File: config.mk
export PLATFORM = sky130hd
export DESIGN_NAME = tenyr_mmr
export DESIGN_NICKNAME = d
export VERILOG_FILES = /design/src/common/tenyr_isa_pkg.sv /design/src/common/tenyr_bus_pkg.sv /design/src/hdl/tenyr_mmr.sv
export VERILOG_INCLUDE_DIRS = /design/src /design/src/common
export SDC_FILE = /design/constraint.sdc
export NUM_CORES = 1
export LEC_CHECK = 0
export BUFFER_PORTS_ARGS = -buffer_cell sky130_fd_sc_hd__buf_2
export CAP_MARGIN = 20
export CORE_AREA = 2 2 61 63
export CTS_CLUSTER_SIZE = 24
export DETAILED_ROUTE_END_ITERATION = 7
export DIE_AREA = 0 0 63 65
export REMOVE_ABC_BUFFERS = 1
export SYNTH_ARGS = -nofsm -noshare
export SYNTH_HDL_FRONTEND = slang
export SYNTH_SLANG_ARGS = --single-unit
File: constraint.sdc
create_clock -name clk -period 1.25 [get_ports clk]
set_input_delay 0.0625 -clock clk [delete_from_list [all_inputs] [get_ports clk]]
set_output_delay 0.0625 -clock clk [all_outputs]
set_load 0.005 [all_outputs]
File: src/common/tenyr_settings.svh
`ifndef TENYR_SETTINGS_SVH
`define TENYR_SETTINGS_SVH

`define TENYR_DATA_W 32
`define TENYR_ADDR_W 32

// words of shared program and data memory.
`define TENYR_MEM_DEPTH 1024

`define TENYR_REG_COUNT 16

`define TENYR_DISPLAY_ADDR 32'h100
`define TENYR_DISPLAY_W 16

`endif

File: src/common/tenyr_isa_pkg.sv
`default_nettype none
`include "tenyr_settings.svh"

package tenyr_isa_pkg;

    typedef logic [`TENYR_DATA_W-1:0] word_t;
    typedef logic [`TENYR_ADDR_W-1:0] addr_t;
    typedef logic [3:0] reg_idx_t;
    typedef logic [11:0] imm_t; // sign-extended when used.

    typedef enum logic [3:0] {
        kind_alu   = 4'd0,
        kind_load  = 4'd1,
        kind_store = 4'd2,
        kind_halt  = 4'd3
    } insn_kind_t;

    typedef enum logic [3:0] {
        op_add = 4'd0,
        op_sub = 4'd1,
        op_and = 4'd2,
        op_or  = 4'd3,
        op_xor = 4'd4,
        op_shl = 4'd5,
        op_shr = 4'd6,
        op_slt = 4'd7,
        op_eq  = 4'd8
    } alu_op_t;

    // Z <- X op Y + imm.
    typedef struct packed {
        insn_kind_t kind;
        reg_idx_t   z;
        reg_idx_t   x;
        reg_idx_t   y;
        alu_op_t    op;
        word_t      imm;
    } decoded_t;

endpackage

`default_nettype wire

File: src/common/tenyr_bus_pkg.sv
`default_nettype none

package tenyr_bus_pkg;

    typedef struct packed {
        logic                 valid; // one-cycle strobe.
        logic                 we;
        tenyr_isa_pkg::addr_t addr;
        tenyr_isa_pkg::word_t data;
    } bus_req_t;

    typedef struct packed {
        tenyr_isa_pkg::word_t x;
        tenyr_isa_pkg::word_t y;
    } operands_t;

    typedef enum logic [2:0] {
        st_fetch,
        st_decode,
        st_execute,
        st_load,
        st_halted
    } core_state_t;

endpackage

`default_nettype wire

File: src/hdl/tenyr_mmr.sv
`timescale 1ns/100ps
`default_nettype none

module tenyr_mmr #(
    parameter tenyr_isa_pkg::addr_t ADDR  = '0,
    parameter int                   WIDTH = 16
) (
    input  logic                    clk,
    input  logic                    reset,
    input  tenyr_bus_pkg::bus_req_t bus,
    output logic [WIDTH-1:0]        value,
    output logic                    strobe
);
    logic hit;

    assign hit = bus.valid && bus.we && bus.addr == ADDR; // write-only register.

    always_ff @(posedge clk) begin
        if (reset) begin
            value  <= '0;
            strobe <= 1'b0;
        end else begin
            strobe <= hit;
            if (hit) begin
                value <= bus.data[WIDTH-1:0];
            end
        end
    end

endmodule

`default_nettype wire

After elaboration in Yosys (flattened, before gate mapping)
Cells that the tools add are included.

storage, ports and cells
  input bits = 68
  output and inout port bits = 17
  flip-flop bits (word level) = 17
  logic and storage cells = 5

cells by class
  reduce and logical (&&, ||, !) cells = 3

operators with widths
  cell                count
  32-bit logical NOT  1
  1-bit logical AND   2

Longest topological paths before layout
Gate-level depths: netlist of the first run.

  depth in word-level cells = 2
  gate-level depth with buffers = 6
  mapped depth without buffers = 4

Worst setup path after synthesis of the first run
Ideal clock, no wire load.

  path kind = input port to flip-flop
  from = in bus[53] in the netlist's numbering
  to = reg value[10]
  path buffers = 1
  arrival = 1.021 ns
  path slack = 0.100 ns
  stages = 5
  required time = 1.122 ns
  cell sequence = nor4_2 nand3_2 buf_6 o31ai_1 a21oi_1

on the way
  longest elaborated chain between the ends = 2

ends and longest elaborated chain
  item                    line             text
  start: declaration      tenyr_mmr.sv:10  input tenyr_bus_pkg::bus_req_t bus,
  32-bit logical NOT      tenyr_mmr.sv:16  assign hit = bus.valid && bus.we && bus.addr == ADDR;
  1-bit logical AND       tenyr_mmr.sv:16
  end signal: assignment  tenyr_mmr.sv:25  value <= bus.data[WIDTH-1:0];
  end: declaration        tenyr_mmr.sv:11  output logic [WIDTH-1:0] value,

Every way passes these cells.
A chain may end at the register's enable or synchronous reset.

Worst setup path in the final report of the first run
  from = in bus[57] in the netlist's numbering
  to = reg value[15]

The elaborated chain is that of the path after synthesis.

==> run_results.csv, run 1 <==
group,metric,value,unit
synthesis,yosysWarnings,0,
synthesis,synth_edf_count,0,
floorplan,die_w,63,um
sta,whs,0.0307,ns
drt,post_drt_via_cell_ratio,5.05,
synthesis,ys_seq_area_share,34.9,%
worst_setup_path,crit_path_top_delay_cell,"nor4_2",
synthesis,synth_most_common_cell,"dfxtp_1",
synthesis,synth_area,976,um2
sta,worstMarginPinSlew,0.291,ns
layout,fin_area,0.00138,mm2
sta,rsz0062_at_grt,"false",
power_and_ir_drop,p_int,735,uW
cts,cts_made_buffers,3,
global_route,track_usage,13.2,%
layout,antenna_cells,0,
global_route,grt_pass1_vias,1059,
global_route,met1_usage,16.7,%
placed_design,dp.final_hpwl,2160,um
run_status,status,"complete, no violations",
job,cap_violations,0,
layout,fillers,375,
synthesis,syn_avg_cell_area,10.5,um2
synthesis,synth_top_area_share,34.9,%
placed_design,io_buffer_count,68,
sta,fmax,1.02,GHz
sta,max-slew-margin-rel,80.4,%
global_route,grt.busiest_layer,"met2",
global_route,grt_max_degree,18,
drt,drt_wl_total,2740,um
synthesis,yosysTopAreaCell,"dfxtp_1",
power_and_ir_drop,vdd_ir_drop_max,0.000275,V
global_route,grt-ovfl-total,0,
sta,finClkSkew,0,ns
synthesis,synthTopCellsByCount,"dfxtp_1, a21oi_1, nand4_1, o31ai_1, o31ai_2",
synthesis,synth_ff_type,"dfxtp_1",
drt,drt_iter0_drc,25,
cts,clock_latency,0.28,ns
worst_setup_path,critPathMaxFanout,17,
drt,wl_per_cell,13.1,um
drt,drt-pass1-iter-count,4,
worst_setup_path,required,1.42,ns
sta,min_period,0.981,ns
power_and_ir_drop,p_sw_share,23.0,%
worst_hold_path,hp-class,"input port to register",
cts,cts_sinks,17,
placed_design,gp_congestion,0.663,
worst_setup_path,criticalPathCategory,"input port to register",
synthesis,synth_area_leaders,"dfxtp_1, nand4_1, o31ai_1",
cts,cts-htree-levels,1,
floorplan,die-area,0.00410,mm2
global_route,met3_usage,3.13,%
sta,period_share,78.5,%
cts,cts_root_buffer,"clkbuf_4",
cts,cts.repair.resized,0,
placed_design,placed_cell_area,0.00135,mm2
global_route,grt_antenna_before_repair,0,
drt,remaining_drc_errors,0,
power_and_ir_drop,p_comb_share,13.3,%
cts,path_clk_slew,0.10,ns
synthesis,synth_cells,93,
power_and_ir_drop,p_clk_share,30.0,%
power_and_ir_drop,p_leak,0.000588,uW
worst_setup_path,worst_setup_path_end_kind,"register",
synthesis,async_reset_ff_share,0,%
layout,areaGrowthSynthToFinish,41.0,%
global_route,grt_pass1_wl,4410,um
power_and_ir_drop,p_sw,219,uW
cts,cts_tree,"yes",
layout,nets,231,
layout,drive_gt1_share,58.0,%
worst_setup_path,path_cells,"buf_2, nor4_2, nand3_2, buf_12, o31ai_1, a21oi_1",
global_route,grtUsageMet2,22.1,%
synthesis,ys_seq_elements,17,
floorplan,core-area,0.00350,mm2
drt,final_antenna_net_count,0,
power_and_ir_drop,seqPwrFrac,56.7,%
drt,vias,1060,
floorplan,pin_count,85,
floorplan,initial_utilization,27.9,%
cts,clock_path_buffers,2,
floorplan,rows,22,
cts,ctsHoldBuffers,0,
sta,hold_viol_final,0,
cts,post-cts-setup-buffers,0,
sta,finalSetupViolCount,0,
synthesis,yosysUniqueCellTypes,21,
power_and_ir_drop,p_total,954,uW
power_and_ir_drop,powerDensity,693,mW/mm2
worst_setup_path,worstPathArrival,1.15,ns
sta,finalMaxSlewViolations,0,
worst_setup_path,startpoint_type,"input port",
floorplan,die_h,65,um
worst_setup_path,worst_path_largest_cell_delay,0.33,ns
## worst max-delay path: cells and delay by family
kind            cells  cell delay (ns)
simple gates        2             0.47
buf+inv             2             0.28
compound gates      2             0.33
## sequential cells by signal, summed over array words and instances (netlist names)
name,flops
strobe,1
value,16
## worst paths after layout
check / from / endpoint / slack (ns) / cells past startpoint
max: bus[57] / value[15] / 0.27 / 6
min: bus[9] / value[9] / 0.03 / 3
max reg2reg: value[8] / value[8] / 0.61 / 2
min reg2reg: value[9] / value[9] / 0.47 / 2
## layout by cell type (no fill, tap or decap)
cell and n:
a21oi_1 16, and3_1 2, and4_1 1, buf_12 2, buf_2 68, buf_4 6
clkbuf_1 1, clkbuf_4 3, dfxtp_1 17, nand3_2 2, nand4_1 16, nand4_2 1
nor2_1 3, nor4_1 1, nor4_2 3, nor4_4 2, nor4b_4 2, o31ai_1 11
o31ai_2 5
## layer usage
layer,share of wire [%],vias up
met1,46,493
li1,-,513
met5,0,-
met3,8.3,2
met2,46,52
met4,0.44,0
## cell type report
| cell class | instances | area (um2) | area share, % |
|---|---|---|---|
| timing repair buffer | 76 | 425 | 30.9 |
| tap | 48 | 60.1 | 4.36 |
| sequential | 17 | 340 | 24.7 |
| clock buffer | 4 | 26.3 | 1.91 |
| multi-input combinational | 65 | 524 | 38.1 |
## power groups by stage
stage | registers, uW | clock network (uW) | logic, uW
after floorplan | 554 | 0 | 21.6
after global placement | 554 | 0 | 126
after detailed placement | 554 | 0 | 128
after CTS | 541 | 296 | 128
after global routing | 541 | 332 | 138
final | 541 | 286 | 127
## kinds of logic after synthesis
group	Yosys count	share of synthesized area, %
compound gates	32	23.1
buf+inv	11	11.4
flops	17	34.9
simple gates	33	30.6
## per-stage QoR
| stage | TNS (ns) | setup slack [ns] | util (%) | cells |
|---|---|---|---|---|
| final | 0 | 0.269 | 39.4 | 210 |
| after global placement | 0 | 0.0165 | 38.6 | 206 |
| after CTS | 0 | 0.261 | 39.4 | 210 |
| after global routing | 0 | 0.175 | 39.4 | 210 |
| after floorplan | 0 | 0.0532 | - | 82 |
| after detailed placement | -0.365 | -0.0481 | 38.6 | 206 |
(Power assumes the default switching activity.)
==> run 2: changes to the inputs <==
--- a/config.mk
+++ b/config.mk
@@ -12,6 +12,7 @@
 export CTS_CLUSTER_SIZE = 24
 export DETAILED_ROUTE_END_ITERATION = 7
 export DIE_AREA = 0 0 63 65
+export PLACE_DENSITY = 0.66
 export REMOVE_ABC_BUFFERS = 1
 export SYNTH_ARGS = -nofsm -noshare
 export SYNTH_HDL_FRONTEND = slang
==> constraint.sdc (replaced) <==
create_clock -name clk -period 0.9 [get_ports clk]
set_input_delay 0.045 -clock clk [delete_from_list [all_inputs] [get_ports clk]]
set_output_delay 0.045 -clock clk [all_outputs]
set_load 0.005 [all_outputs]
==> run 2 against run 1 <==
The run now ends with negative setup slack left. Clock skew unchanged. First-iteration DRC count down 40%. Worst hold slack lost 0.025 ns. Register-to-register slack got worse by 0.34 ns. Cell count is 6.2% higher. Combinational power grew 89%. Via count increased by 1.4%. Highest routed layer unchanged.
==> run_results.csv, run 2 (same netlist as run 1, synthesis figures left out) <==
group,metric,value,unit
worst_hold_path,whs_path_depth,3,
worst_setup_path,r2r_slack,0.27,ns
placed_design,gp_congestion,0.715,
floorplan,core-area,0.00350,mm2
layout,areaGrowthSynthToFinish,65.3,%
floorplan,rows,22,
placed_design,placed_cell_area,0.00138,mm2
drt,wl_per_cell,12.7,um
worst_setup_path,r2r_start,"value[8]",
worst_setup_path,crit_buf_inv,2,
worst_setup_path,rr_endpoint,"value[8]",
sta,finClkSkew,0,ns
layout,reg_top3,"value: 16 flops, strobe: 1 flops",
worst_setup_path,reg2reg_depth,2,
layout,largest_reg_flops,16,
power_and_ir_drop,p_total,1430,uW
layout,nets,244,
floorplan,die_w,63,um
worst_setup_path,startpoint_type,"input port",
layout,drive_gt1_share,58.9,%
layout,regMostFlops,"value",
floorplan,pin_count,85,
worst_setup_path,crit_path_top_delay_cell,"nor4_4",
drt,final_antenna_net_count,0,
worst_setup_path,criticalPathCategory,"input port to register",
floorplan,initial_utilization,27.9,%
cts,post-cts-setup-buffers,0,
cts,clock_latency,0.30,ns
sta,finalMaxSlewViolations,0,
sta,layout_setup_ws,-0.00974,ns
cts,cts_sinks,17,
sta,min_period,0.910,ns
worst_setup_path,worst_path_largest_cell_delay,0.30,ns
worst_hold_path,hp-start,"bus[12]",
worst_setup_path,cp_top_family,"simple AND/OR/NAND/NOR gates",
worst_setup_path,required,1.08,ns
cts,cts_tree,"yes",
worst_setup_path,worstPathArrival,1.09,ns
floorplan,die-area,0.00410,mm2
worst_setup_path,critPathMaxFanout,17,
drt,vias,1075,
layout,layout.cells.non_filler,223,
drt,drt_iter0_drc,15,
drt,remaining_drc_errors,0,
sta,fmax,1.10,GHz
sta,worstMarginPinSlew,0.307,ns
placed_design,dp.final_hpwl,2110,um
worst_hold_path,hp-class,"input port to register",
power_and_ir_drop,vdd_ir_drop_max,0.000483,V
power_and_ir_drop,powerDensity,885,mW/mm2
cts,clock_path_buffers,2,
global_route,track_usage,14.1,%
sta,rsz0062_at_grt,"true",
job,cap_violations,0,
global_route,grt_antenna_before_repair,0,
run_status,violations,"negative setup slack",
sta,hold_viol_final,0,
sta,finalSetupViolCount,5,
global_route,grt_pass1_wl,4550,um
worst_setup_path,worst_setup_path_end_kind,"register",
layout,final_common_cell,"buf_2",
layout,regArea,342,um2
drt,drt-pass1-iter-count,4,
run_status,status,"finished, violations left",
layout,antenna_cells,0,
global_route,grt-ovfl-total,0,
layout,fillers,360,
cts,cts_root_buffer,"clkbuf_4",
global_route,grt_pass1_vias,1068,
power_and_ir_drop,p_leak,0.000662,uW
drt,drt_wl_total,2830,um
layout,multi_input_area,594,um2
worst_hold_path,min_to,"value[12]",
worst_setup_path,path_cells,"buf_2, nor4_4, nand3_2, buf_12, o31ai_2, a21oi_1",
sta,whs,0.00546,ns
cts,path_clk_slew,0.11,ns
drt,post_drt_via_cell_ratio,4.82,
cts,cts-htree-levels,1,
floorplan,die_h,65,um
layout,fin_area,0.00161,mm2
placed_design,dp_cells,206,
placed_design,io_buffer_count,68,
cts,cts_made_buffers,3,
layout,mostFrequentLayoutCells,"buf_2, nand4_1, a21oi_1, dfxtp_1, dlygate4sd3_1",
sta,max-slew-margin-rel,79.5,%
global_route,grt_max_degree,18,
sta,period_share,101,%
[run 2: cell types whose count changed in the layout (fill, tap and decap cells not counted), sizes merged]
cell,before,now
dlygate4sd3,0,13
clkinvlp,0,1
clkbuf,4,3
[run 2: power breakdown]
part / leakage (uW) / switching, uW / internal (uW)
Combinational: 0.000511 / 97.2 / 142
Sequential: 0.000137 / 0.0000000526 / 752
Clock: 0.0000139 / 268 / 169
Total: 0.000662 / 365 / 1060
[run 2: worst reg2reg max path: stages (launching register included)]
cell	delay (ns)
dfxtp_1	0.36
o31ai_2	0.07
a21oi_1	0.13
[run 2: worst max-delay path by stage]
stage / from / to / slack [ns] / cells past startpoint
final: bus[53] / value[3] / -0.01 / 6
after global placement: bus[48] / value[15] / -0.31 / 6
after CTS: bus[42] / value[8] / 0.004 / 6
after detailed placement: bus[53] / value[1] / -0.36 / 6
after floorplan: bus[42] / value[0] / -0.28 / 4
after global routing: bus[57] / value[3] / -0.06 / 6
[run 2: final cells by class]
class	instances	share of cell area (%)
Tap cell	48	3.72
Clock buffer	3	1.40
Timing Repair Buffer	89	36.4
Clock inverter	1	0.465
Multi-Input combinational cell	65	36.9
Sequential cell	17	21.2
[run 2: through the flow]
step           setup TNS, ns  worst slack (ns)  util (%)
4_1_cts                    0           0.00445      44.7
6_report             -0.0304          -0.00974      46.1
3_3_place_gp           -4.98            -0.307      39.3
2_1_floorplan          -4.45            -0.279         -
3_5_place_dp           -5.61            -0.359      39.3
5_1_grt               -0.730           -0.0592      46.1
[run 2: repair_timing]
item,in CTS,in global routing
setup endpoints to repair,10,16
gates resized for setup,3,10
pin swaps,1,3
hold buffers,13,0
endpoints found under the hold margin,13,0
[run 2: per-layer routing]
layer / up-vias / share of wire (%) / global-route usage [%]
met4: 0 / 0.60 / 5.83
met2: 51 / 49 / 25.4
met3: 2 / 8.8 / 3.30
li1: 540 / - / -
met1: 482 / 42 / 15.8
met5: - / 0 / 0
