## src/common/tenyr_settings.svh

```systemverilog
`ifndef TENYR_SETTINGS_SVH
`define TENYR_SETTINGS_SVH

`define TENYR_DATA_W 32
`define TENYR_ADDR_W 32

// words of shared program and data memory.
`define TENYR_MEM_DEPTH 1024

`define TENYR_REG_COUNT 16

`define TENYR_DISPLAY_ADDR 32'h100
`define TENYR_DISPLAY_W 16

`endif

```

## src/common/tenyr_isa_pkg.sv

```systemverilog
`default_nettype none
`include "tenyr_settings.svh"

package tenyr_isa_pkg;

    typedef logic [`TENYR_DATA_W-1:0] word_t;
    typedef logic [`TENYR_ADDR_W-1:0] addr_t;
    typedef logic [3:0] reg_idx_t;
    typedef logic [11:0] imm_t; // sign-extended when used.

    typedef enum logic [3:0] {
        kind_alu   = 4'd0,
        kind_load  = 4'd1,
        kind_store = 4'd2,
        kind_halt  = 4'd3
    } insn_kind_t;

    typedef enum logic [3:0] {
        op_add = 4'd0,
        op_sub = 4'd1,
        op_and = 4'd2,
        op_or  = 4'd3,
        op_xor = 4'd4,
        op_shl = 4'd5,
        op_shr = 4'd6,
        op_slt = 4'd7,
        op_eq  = 4'd8
    } alu_op_t;

    // Z <- X op Y + imm.
    typedef struct packed {
        insn_kind_t kind;
        reg_idx_t   z;
        reg_idx_t   x;
        reg_idx_t   y;
        alu_op_t    op;
        word_t      imm;
    } decoded_t;

endpackage

`default_nettype wire

```

## src/core/tenyr_decode.sv

```systemverilog
`timescale 1ns/100ps
`default_nettype none

module tenyr_decode (
    input  logic                    clk,
    input  logic                    reset,
    input  logic                    decode_en,
    input  tenyr_isa_pkg::word_t    insn_data,
    output tenyr_isa_pkg::decoded_t decoded
);
    tenyr_isa_pkg::imm_t     imm;
    tenyr_isa_pkg::decoded_t next;

    assign imm = insn_data[11:0];

    always_comb begin
        case (insn_data[31:28])
            4'd0:    next.kind = tenyr_isa_pkg::kind_alu;
            4'd1:    next.kind = tenyr_isa_pkg::kind_load;
            4'd2:    next.kind = tenyr_isa_pkg::kind_store;
            default: next.kind = tenyr_isa_pkg::kind_halt; // unknown kinds stop the core.
        endcase
        next.z   = insn_data[27:24];
        next.x   = insn_data[23:20];
        next.y   = insn_data[19:16];
        next.op  = tenyr_isa_pkg::alu_op_t'(insn_data[15:12]);
        next.imm = {{($bits(tenyr_isa_pkg::word_t) - $bits(tenyr_isa_pkg::imm_t)){imm[11]}}, imm};
    end

    always_ff @(posedge clk) begin
        if (reset) begin
            decoded      <= '0; // r0 <- r0 + r0 does nothing.
            decoded.kind <= tenyr_isa_pkg::kind_alu;
            decoded.op   <= tenyr_isa_pkg::op_add;
        end else if (decode_en) begin
            decoded <= next;
        end
    end

endmodule

`default_nettype wire

```

## config.mk

```make
export PLATFORM = sky130hd
export DESIGN_NAME = tenyr_decode
export DESIGN_NICKNAME = d
export VERILOG_FILES = /design/src/common/tenyr_isa_pkg.sv /design/src/core/tenyr_decode.sv
export VERILOG_INCLUDE_DIRS = /design/src /design/src/common
export SDC_FILE = /design/constraint.sdc
export NUM_CORES = 1
export LEC_CHECK = 0
export BUFFER_PORTS_ARGS = -buffer_cell sky130_fd_sc_hd__clkbuf_2
export CORE_MARGIN = 4
export CORE_UTILIZATION = 44
export DETAILED_ROUTE_END_ITERATION = 6
export PLACE_DENSITY = 0.84
export SYNTH_ARGS = -nofsm -noshare
export SYNTH_HDL_FRONTEND = slang
export SYNTH_SLANG_ARGS = --single-unit
```

## constraint.sdc

```tcl
create_clock -name clk -period 1.74 [get_ports clk]
set_input_delay 0.348 -clock clk [delete_from_list [all_inputs] [get_ports clk]]
set_output_delay 0.348 -clock clk [all_outputs]
set_load 0.03 [all_outputs]
```

; ---- Word level (Yosys, flattened, before mapping)
; Cells that the tools add are included.
[word_totals]
reg_bits = 32
wordCells = 10
in_bits = 35
output_inout_bits = 52
[op_classes]
muxes = 1
reduce_logical = 1
n_eq_ne = 2
[ops]
columns = cell, count
row1 = $pmux 2 s3, 1
row2 = $eq 4x1->1 const B, 1
row3 = $eq 4x2->1 const B, 1
row4 = $logic_not 4->1, 1

; ---- Longest topological paths before layout
; Gate-level depths: netlist (run 1).
[logic_depth]
ltp_word = 2
ltp_mapped = 4
ltp_nobuf = 2

; ---- Worst setup path after synthesis (run 1)
; OpenSTA, ideal clock, no wires.
[synth_path]
path_kind = register to output
from = register, netlist name decoded[11]
to = output port decoded[12] (netlist bit)
t_required_ns = 1.392
path_buffers = 1
t_arrival_ns = 1.083
setup_slack_ns = 0.309
stages_incl_launch_ff = 2
path_cell_list = dfxtp_1 > buf_4
[synth_rtl]
columns = element, line_no
row1 = end: declaration, tenyr_decode.sv:9  ; output tenyr_isa_pkg::decoded_t decoded
; No word-level cell between the ends.

; ---- Worst setup path in the final report (run 1)
[layout_path]
from = register, netlist name decoded[11]
to = output port decoded[20] (netlist bit)
; No word-level cell between the ends.

==> impl_results.md, run 1 <==
* DRT iter0 DRCs at 13
* Hold Vio Cnt, Final at 0
* Vias at 1015
* CTS Sinks at 30
* DRC Markers at 0
* Via density at 4.63
* Largest net degree at the start of global routing at 31
* Achievable Freq at 729 MHz
* Total Power at 1.49 mW
* Distinct cells, synth at 10
* Syn Area/Cell at 10.4 um^2
* Worst path required time at 1.39 ns
* TritonCTS clock tree: built
* Synth Area in Compound Gates at 1.18%
* Crit Path Class: reg2out
* Initial antenna violation count at 0
* Crit path DAT at 1.02 ns
* Full die area at 3810 um^2
* Setup WS post-layout at 0.369 ns
* Tightest Pin Transition at 0.577 ns
* IO Pins at 87
* Hold Slack at 0.261 ns
* CTS H-Tree Depth at 2
* Die H at 61.7 um
* Mux share of post-synthesis cell area at 22.1%
* Total negative slack at 0 ns
* Fillers at 253
* Max-slew headroom at 61.5%
* Area growth syn-to-layout at 23.3%
* CTS Buffer Depth at 2
* Post-synth top area cell: dfxtp_1
* CTS Buf Count at 5
* Core area at 2760 um^2
* Seq/Total Area, Yosys at 47.3%
* Antenna-violating nets left at 0
* Top Registers: decoded x30
* Tot GR Track Use at 14.1%
* Share of the synthesized area in the top cell type at 47.3%
* Starting Density at 46.1%
* Crit share post-route at 78.8%
* TritonRoute pass-1 iters at 4
* Hold_buf cts at 0
* Flops & latches, synth at 30
* Reg clk slew, reported paths at 0.08 ns
* Final Max Tran Viols at 0
* Setup violators final at 0
* Fin area at 1570 um^2
* Tmin final at 1.37 ns
* Post-CTS sizing at 0
* Setup Fix Bufs, Post-CTS at 0
* Placed cell area at 1520 um^2
* Run status: completed
* Setup repair after global routing missed its margin: false
* Share of layout cells above drive strength 1 at 50.0%
* Clk Tree Root Cell: clkbuf_4
* Grt total ovfl at 0
* Hold WC Path Type: in2reg
* Top post-synthesis cells by area: dfxtp_1 (47%), mux2i_1 (22%), buf_4 (13%)
* # rows at 19
* Area of the mapped netlist at 1270 um^2
* Number of cells after detailed placement at 213
* Clk_skew at 0 ns
* Pwr per Cell Area at 954 nW/um^2
* Non-Filler Instances at 219
* Routed len/inst at 11.5 um
* CP startpoint kind: flip-flop
* Placer congestion estimate at 0.637
* Fin util at 56.8%
* Die Width at 61.7 um
* Final wirelength at 2.52 mm
* IO Port Bufs at 84
* Leak at 0.894 nW
* Setup WS pre-CTS at 0.589 ns
* Ant diodes at 0
* Adder-Cell Fraction of Synth Area at 0%
* First-pass GRT wire length at 3.83 mm
* Mapped Cells at 122
* Combinational family with the most area after synthesis: multiplexers
* Clock latency on the worst-skew pair at 0.32 ns
* VDD IR max at 575 uV
* Register with the most flip-flops: decoded
* Vias in the first global route at 874
* Hpwl dp at 1.94 mm
* Max-cap viol count at 0
* CP max FO at 12
* Synth Area in XOR/XNOR at 0%
* Yosys warns at 0
* Nets at 224
* Critical path endpoint category: output pin
* Simple-Gate Fraction of Synth Area at 9.66%
* Max FFs per register at 30
cells in the mapped netlist (all sizes together):
cell,number
dfxtp,30
buf,26
nor2,30
nor3,2
a211oi,2
clkbuf,3
mux2i,28
conb,1
cells by family (layout without fill, tap and decap cells):
family	after synthesis	after routing
buf+inv	29	94
other cells	1	2
flops	30	30
compound gates	2	2
mux	28	28
simple gates	32	32
critical path, cell delays in order (launching register included):
cell      delay [ns]
dfxtp_1         0.33
buf_4           0.16
clkbuf_2        0.21
final timing paths:
check                     from     endpoint  slack (ns)  cells after the start
setup / recovery   decoded[11]  decoded[20]        0.37                      2
hold / removal    insn_data[1]   decoded[1]        0.26                      3
setup reg to reg   decoded[11]  decoded[11]        0.96                      3
hold reg to reg    decoded[48]  decoded[48]        0.49                      2
layout make-up:
cell class	instances	area (um^2)	share of cell area [%]
Sequential cell	30	601	38.3
Clock buffer	6	51.3	3.27
Timing Repair Buffer	88	450	28.8
Tap cell	31	38.8	2.48
Multi-Input combinational cell	64	425	27.2
cell usage in the layout, fill, tap and decap left out, drive strengths merged:
master   n
nor3     2
clkbuf  90
mux2i   28
buf      4
nor2    30
dfxtp   30
conb     2
a211oi   2
power breakdown:
part | internal (mW) | switching (mW) | total, mW
registers | 0.728 | 0.0206 | 0.749
logic | 0.116 | 0.233 | 0.349
clock network | 0.182 | 0.215 | 0.397
total | 1.03 | 0.468 | 1.49
per-layer routing:
metal / track usage, % / share of wire [%]
met2: 21.7 / 43
met3: 5.37 / 15
met1: 16.3 / 40
met5: 0 / 0
met4: 9.09 / 2.8
No activity file was read; power rests on OpenSTA's default activity.
==> run 2, diff against run 1 <==
Settings changed: CORE_UTILIZATION 44 to 40, PLACE_DENSITY 0.84 to 0.78.
Clock period 1.74 ns to 1.37 ns, I/O delays scaled along.
==> run 2 against run 1 <==
  * Combinational power is 33% higher
  * Routed wire length is 0.28% higher
  * Power is 30% higher
  * Sequential power is 27% higher
  * Critical path depth stayed put
==> impl_results.md, run 2 (synthesized netlist as in run 1, its figures left out) <==
* Fin util at 53.9% (was 56.8%)
* Routed len/inst at 10.9 um (was 11.5 um)
* Hold Vio Cnt, Final at 0 (unchanged)
* Critical-path top delay cell: dfxtp_1 (unchanged)
* Nets at 222 (was 224)
* Hold WC Path Type: in2reg (unchanged)
* Total Power at 1.94 mW (was 1.49 mW)
* Non-Filler Instances at 232 (was 219)
* Core area at 3050 um^2 (was 2760 um^2)
* Crit share post-route at 94.4%
* Full die area at 4140 um^2 (was 3810 um^2)
* Die Width at 64.3 um (was 61.7 um)
* DRC Markers at 0 (unchanged)
* Initial antenna violation count at 0 (unchanged)
* Critical path endpoint category: output pin (unchanged)
* CP startpoint kind: flip-flop (unchanged)
* Final Max Tran Viols at 0 (unchanged)
* DRT iter0 DRCs at 19 (was 13)
* Placer congestion estimate at 0.610 (was 0.637)
* Setup WS post-layout at 0.0772 ns (was 0.369 ns)
* Fin area at 1650 um^2 (was 1570 um^2)
* CTS Buf Count at 5 (unchanged)
* Crit path DAT at 1.02 ns (about the same)
* CTS H-Tree Depth at 2 (unchanged)
* # rows at 20 (was 19)
* Hold_buf cts at 0 (unchanged)
* Area growth syn-to-layout at 29.6% (was 23.3%)
* Register with the most flip-flops: decoded (unchanged)
* Placed cell area at 1530 um^2 (was 1520 um^2)
* Tightest Pin Transition at 0.591 ns (was 0.577 ns)
* Pwr per Cell Area at 1180 nW/um^2 (was 954 nW/um^2)
* Largest net degree at the start of global routing at 33 (was 31)
* Worst path required time at 1.10 ns (was 1.39 ns)
* Antenna-violating nets left at 0 (unchanged)
* Setup repair after global routing missed its margin: true (was false)
* Sequential cell area at 601 um^2 (unchanged)
* Top Registers: decoded x30 (unchanged)
* First-pass GRT wire length at 4.08 mm (was 3.83 mm)
* Max FFs per register at 30 (unchanged)
* Ant diodes at 0 (unchanged)
* Grt total ovfl at 0 (unchanged)
* Starting Density at 41.6% (was 46.1%)
* Crit Path Class: reg2out (unchanged)
* IO Pins at 87 (unchanged)
* Tot GR Track Use at 12.9% (was 14.1%)
* CP max FO at 22 (was 12)
* CP top delay family: buffers and inverters (unchanged)
* Commonest cells after routing, fill and taps aside: clkbuf_2 (63), nor2_1 (30), dfxtp_1 (30) (was clkbuf_2 (84), nor2_1 (30), dfxtp_1 (30))
* Tmin final at 1.29 ns
* Leak at 0.901 nW (was 0.894 nW)
* CTS Buffer Depth at 2 (unchanged)
* Final wirelength at 2.53 mm (was 2.52 mm)
* Worst-path cell chain: buf_6 > clkbuf_4 (was buf_4 > clkbuf_2)
* Run status: completed (unchanged)
* Max-cap viol count at 0 (unchanged)
* Via density at 4.41 (was 4.63)
* WP buf/inv at 2 (unchanged)
* Vias in the first global route at 922 (was 874)
* CP max stage delay at 0.33 ns (about the same)
* TritonCTS clock tree: built (unchanged)
* Setup WS pre-CTS at 0.324 ns (was 0.589 ns)
* Achievable Freq at 774 MHz
* Number of cells after detailed placement at 224 (was 213)
* Multi-input combinational cell area at 425 um^2 (unchanged)
* Setup violators final at 0 (unchanged)
* VDD IR max at 651 uV (was 575 uV)
* TritonRoute pass-1 iters at 4 (unchanged)
* Hpwl dp at 1.85 mm (was 1.94 mm)
* IO Port Bufs at 84 (unchanged)
* Clk Tree Root Cell: clkbuf_4 (unchanged)
* Max-slew headroom at 60.6% (was 61.5%)
* Vias at 1024 (was 1015)
* Die H at 64.3 um (was 61.7 um)
* Clock latency on the worst-skew pair at 0.32 ns (about the same)
* Clk_skew at 0 ns (unchanged)
* Reg clk slew, reported paths at 0.09 ns (was 0.08 ns)
* Most common cell after layout, fill and taps aside: clkbuf_2 (unchanged)
* Share of layout cells above drive strength 1 at 49.5% (was 50.0%)
* CTS Sinks at 30 (unchanged)
* Fillers at 289 (was 253)
==> run 2: cell types whose count changed in the layout (fill, tap and decap cells not counted), sizes merged <==
cell    before  now
clkinv       0    1
buf          4    3
==> run 2: cell type report <==
cell class | count | share of cell area (%)
well taps | 44 | 3.35
flip-flops and latches | 30 | 36.5
clock inverters | 1 | 0.304
clock buffers | 7 | 3.35
multi-input cells | 64 | 25.9
repair buffers | 86 | 30.6
==> run 2: tightest hold or removal path, cell delays in order <==
cell and delay [ns]:
clkbuf_2 0.07, mux2i_1 0.05, nor2_1 0.07
==> run 2: stage by stage <==
step	setup TNS (ns)	hold slack [ns]
after floorplan	0	0.421
after detailed placement	0	0.481
final	0	0.178
after global routing	-0.385	0.154
after CTS	0	0.160
after global placement	0	0.473
==> run 2: repair_timing <==
action	in CTS	in global routing
endpoints found under the setup margin	21	21
gates cloned	0	0
buffers inserted	0	0
endpoints found under the hold margin	0	0
resized for setup	21	2
pin swaps	0	0
==> run 2: layer usage <==
metal | GRT usage (%) | part of all wire [%] | wire length, um
met5 | 0 | 0 | 0
met1 | 12.7 | 39 | 981
met3 | 9.14 | 17 | 429
met4 | 5.54 | 1.9 | 47
met2 | 20.6 | 42 | 1070
==> run 2: worst paths after layout <==
kind         depth (start not counted)           to  slack [ns]          start
max reg2reg                          3  decoded[11]        0.62    decoded[11]
max                                  2  decoded[19]        0.08    decoded[11]
min reg2reg                          2  decoded[48]        0.49    decoded[48]
min                                  3  decoded[41]        0.18  insn_data[21]
==> run 2: power breakdown <==
part | total [mW] | switching (mW) | internal [mW]
sequential | 0.950 | 0.0251 | 0.925
clock | 0.531 | 0.283 | 0.248
combinational | 0.463 | 0.297 | 0.166
total | 1.94 | 0.605 | 1.34
==> run 3, diff against run 2 <==
Settings changed: CORE_UTILIZATION 40 to 42, CTS_BUF_LIST from default to sky130_fd_sc_hd__clkbuf_2 sky130_fd_sc_hd__clkbuf_4 sky130_fd_sc_hd__clkbuf_8, PLACE_DENSITY 0.78 to 0.81, SLEW_MARGIN from default to 0.
==> run 3 against run 2 <==
  * Die area is 4.2% lower
  * Clock skew unchanged
  * Final cell count shrank 5.2%
  * Clock power up 3%
  * First-iteration DRC count down 42%
  * Core utilization rose by 4.1 points
  * Count of clock-buffer cells in the layout is 1 lower
  * Power increased by 0.90%
==> impl_results.md, run 3 (synthesized netlist as in run 1, its figures left out) <==
* Total negative slack at 0 ns (unchanged)
* TritonCTS clock tree: built (unchanged)
* IO Port Bufs at 84 (unchanged)
* Internal Pwr Total at 1.34 mW (about the same)
* VDD IR max at 794 uV (was 651 uV)
* Clk_skew at 0 ns (unchanged)
* Die Width at 63.0 um (was 64.3 um)
* Top Registers: decoded x30 (unchanged)
* CP startpoint kind: flip-flop (unchanged)
* CP top delay family: buffers and inverters (unchanged)
* Max FFs per register at 30 (unchanged)
* Commonest cells after routing, fill and taps aside: clkbuf_2 (63), nor2_1 (30), dfxtp_1 (29) (was clkbuf_2 (63), nor2_1 (30), dfxtp_1 (30))
* Clock latency on the worst-skew pair at 0.32 ns (about the same)
* Largest net degree at the start of global routing at 33 (unchanged)
* Leak at 0.905 nW (was 0.901 nW)
* # rows at 19 (was 20)
* Setup violators final at 0 (unchanged)
* Nets at 223 (was 222)
* Routed len/inst at 11.6 um (was 10.9 um)
* CP max FO at 10 (was 22)
* Crit share post-route at 96.6% (was 94.4%)
* Hold WC Path Type: in2reg (unchanged)
* Antenna-violating nets left at 0 (unchanged)
* Worst-path cell chain: clkbuf_4 > clkbuf_4 (was buf_6 > clkbuf_4)
* Pwr per Cell Area at 1190 nW/um^2 (was 1180 nW/um^2)
* WP buf/inv at 2 (unchanged)
* Die H at 63.0 um (was 64.3 um)
* Tightest Pin Transition at 0.573 ns (was 0.591 ns)
* Fin util at 58.0% (was 53.9%)
* Max-cap viol count at 0 (unchanged)
* Tmin final at 1.32 ns (was 1.29 ns)
* Starting Density at 44.9% (was 41.6%)
* Clk Tree Root Cell: clkbuf_4 (unchanged)
* CTS Sinks at 30 (unchanged)
* Vias in the first global route at 991 (was 922)
* Vias at 1006 (was 1024)
* Total Power at 1.96 mW (was 1.94 mW)
* DRC Markers at 0 (unchanged)
* Tot GR Track Use at 14.0% (was 12.9%)
* DRT iter0 DRCs at 11 (was 19)
* Max-slew headroom at 61.8% (was 60.6%)
* Critical path endpoint category: output pin (unchanged)
* Most common cell after layout, fill and taps aside: clkbuf_2 (unchanged)
* TritonRoute pass-1 iters at 4 (unchanged)
* Most used cell, CP: clkbuf_4
* First-pass GRT wire length at 4.37 mm (was 4.08 mm)
* Run status: completed (unchanged)
* Placer congestion estimate at 0.613 (was 0.610)
* Final Max Tran Viols at 0 (unchanged)
* Initial antenna violation count at 0 (unchanged)
* Crit path DAT at 1.05 ns (was 1.02 ns)
* Area growth syn-to-layout at 29.3% (was 29.6%)
* Comb power frac at 23.6% (was 23.8%)
* Hold Slack at 0.181 ns (was 0.178 ns)
* Net Sw Frac at 31.7% (was 31.1%)
* IO Pins at 87 (unchanged)
* Sequential share of power at 48.6% (was 48.9%)
* Crit Path Class: reg2out (unchanged)
* Critical-path top delay cell: dfxtp_2 (was dfxtp_1)
* Core area at 2830 um^2 (was 3050 um^2)
* Setup repair after global routing missed its margin: true (unchanged)
* CP max stage delay at 0.36 ns (was 0.33 ns)
* Ant diodes at 0 (unchanged)
* Achievable Freq at 756 MHz (was 774 MHz)
* Reg clk slew, reported paths at 0.10 ns (was 0.09 ns)
* Worst path required time at 1.10 ns (about the same)
* Hpwl dp at 1.86 mm (was 1.85 mm)
* Hold Vio Cnt, Final at 0 (unchanged)
* Full die area at 3970 um^2 (was 4140 um^2)
* CTS Buffer Depth at 2 (unchanged)
* CTS Buf Count at 5 (unchanged)
* Share of layout cells above drive strength 1 at 50.8% (was 49.5%)
* Register with the most flip-flops: decoded (unchanged)
* P_sw at 0.622 mW (was 0.605 mW)
* Fillers at 264 (was 289)
* Grt total ovfl at 0 (unchanged)
* Via density at 4.57 (was 4.41)
* Clock power frac at 27.8% (was 27.3%)
* CTS H-Tree Depth at 2 (unchanged)
* Final wirelength at 2.56 mm (was 2.53 mm)
-- run 3: changes by cell type in the layout (fill, tap and decap cells not counted), sizes merged --
cell / delta
clkinvlp: +1
buf: -1
clkbuf: +1
-- run 3: worst paths after layout --
check | startpoint | to | slack, ns | cells past startpoint
hold / removal | insn_data[1] | decoded[1] | 0.18 | 3
hold reg to reg | decoded[48] | decoded[48] | 0.49 | 2
setup / recovery | decoded[11] | decoded[25] | 0.05 | 2
setup reg to reg | decoded[49] | decoded[49] | 0.71 | 2
-- run 3: routing by layer --
layer	track usage [%]	part of all wire (%)	up-vias
met4	5.79	0.74	0
li1	-	-	506
met5	0	0	-
met3	8.81	14	2
met2	22.8	46	58
met1	14.4	39	440
-- run 3: cell type report --
class | count | area [um^2] | area share (%)
repair buffers | 87 | 512 | 31.2
clock buffers | 6 | 51.3 | 3.13
multi-input cells | 64 | 425 | 25.9
flip-flops and latches | 30 | 602 | 36.7
well taps | 31 | 38.8 | 2.36
clock inverters | 2 | 12.5 | 0.762
-- run 3: timing repair --
action	CTS	global route
setup endpoints to repair	21	21
setup buffers	0	0
gates resized for setup	20	6
hold buffers	0	0
gates cloned	0	1
-- run 3: metrics by stage --
step	instances	setup WS [ns]	area (um^2)
after floorplan	123	0.0130	1270
after global placement	211	0.349	1510
after detailed placement	211	0.308	1510
after CTS	219	0.0184	1630
after global routing	220	-0.0219	1640
final	220	0.0471	1640
-- run 3: power groups by stage --
stage          clock network [mW]  logic [mW]  registers (mW)
3_5_place_dp                    0       0.448           0.970
4_1_cts                     0.575       0.464           0.952
2_1_floorplan                   0       0.253            1.08
6_report                    0.545       0.464           0.953
3_3_place_gp                    0       0.440           0.970
5_1_grt                     0.617       0.499           0.961
-- run 3: worst reg2reg max path, cell delays in order (launching register included) --
cell and delay, ns:
dfxtp_1 0.35, nor2_1 0.04, a211oi_1 0.19
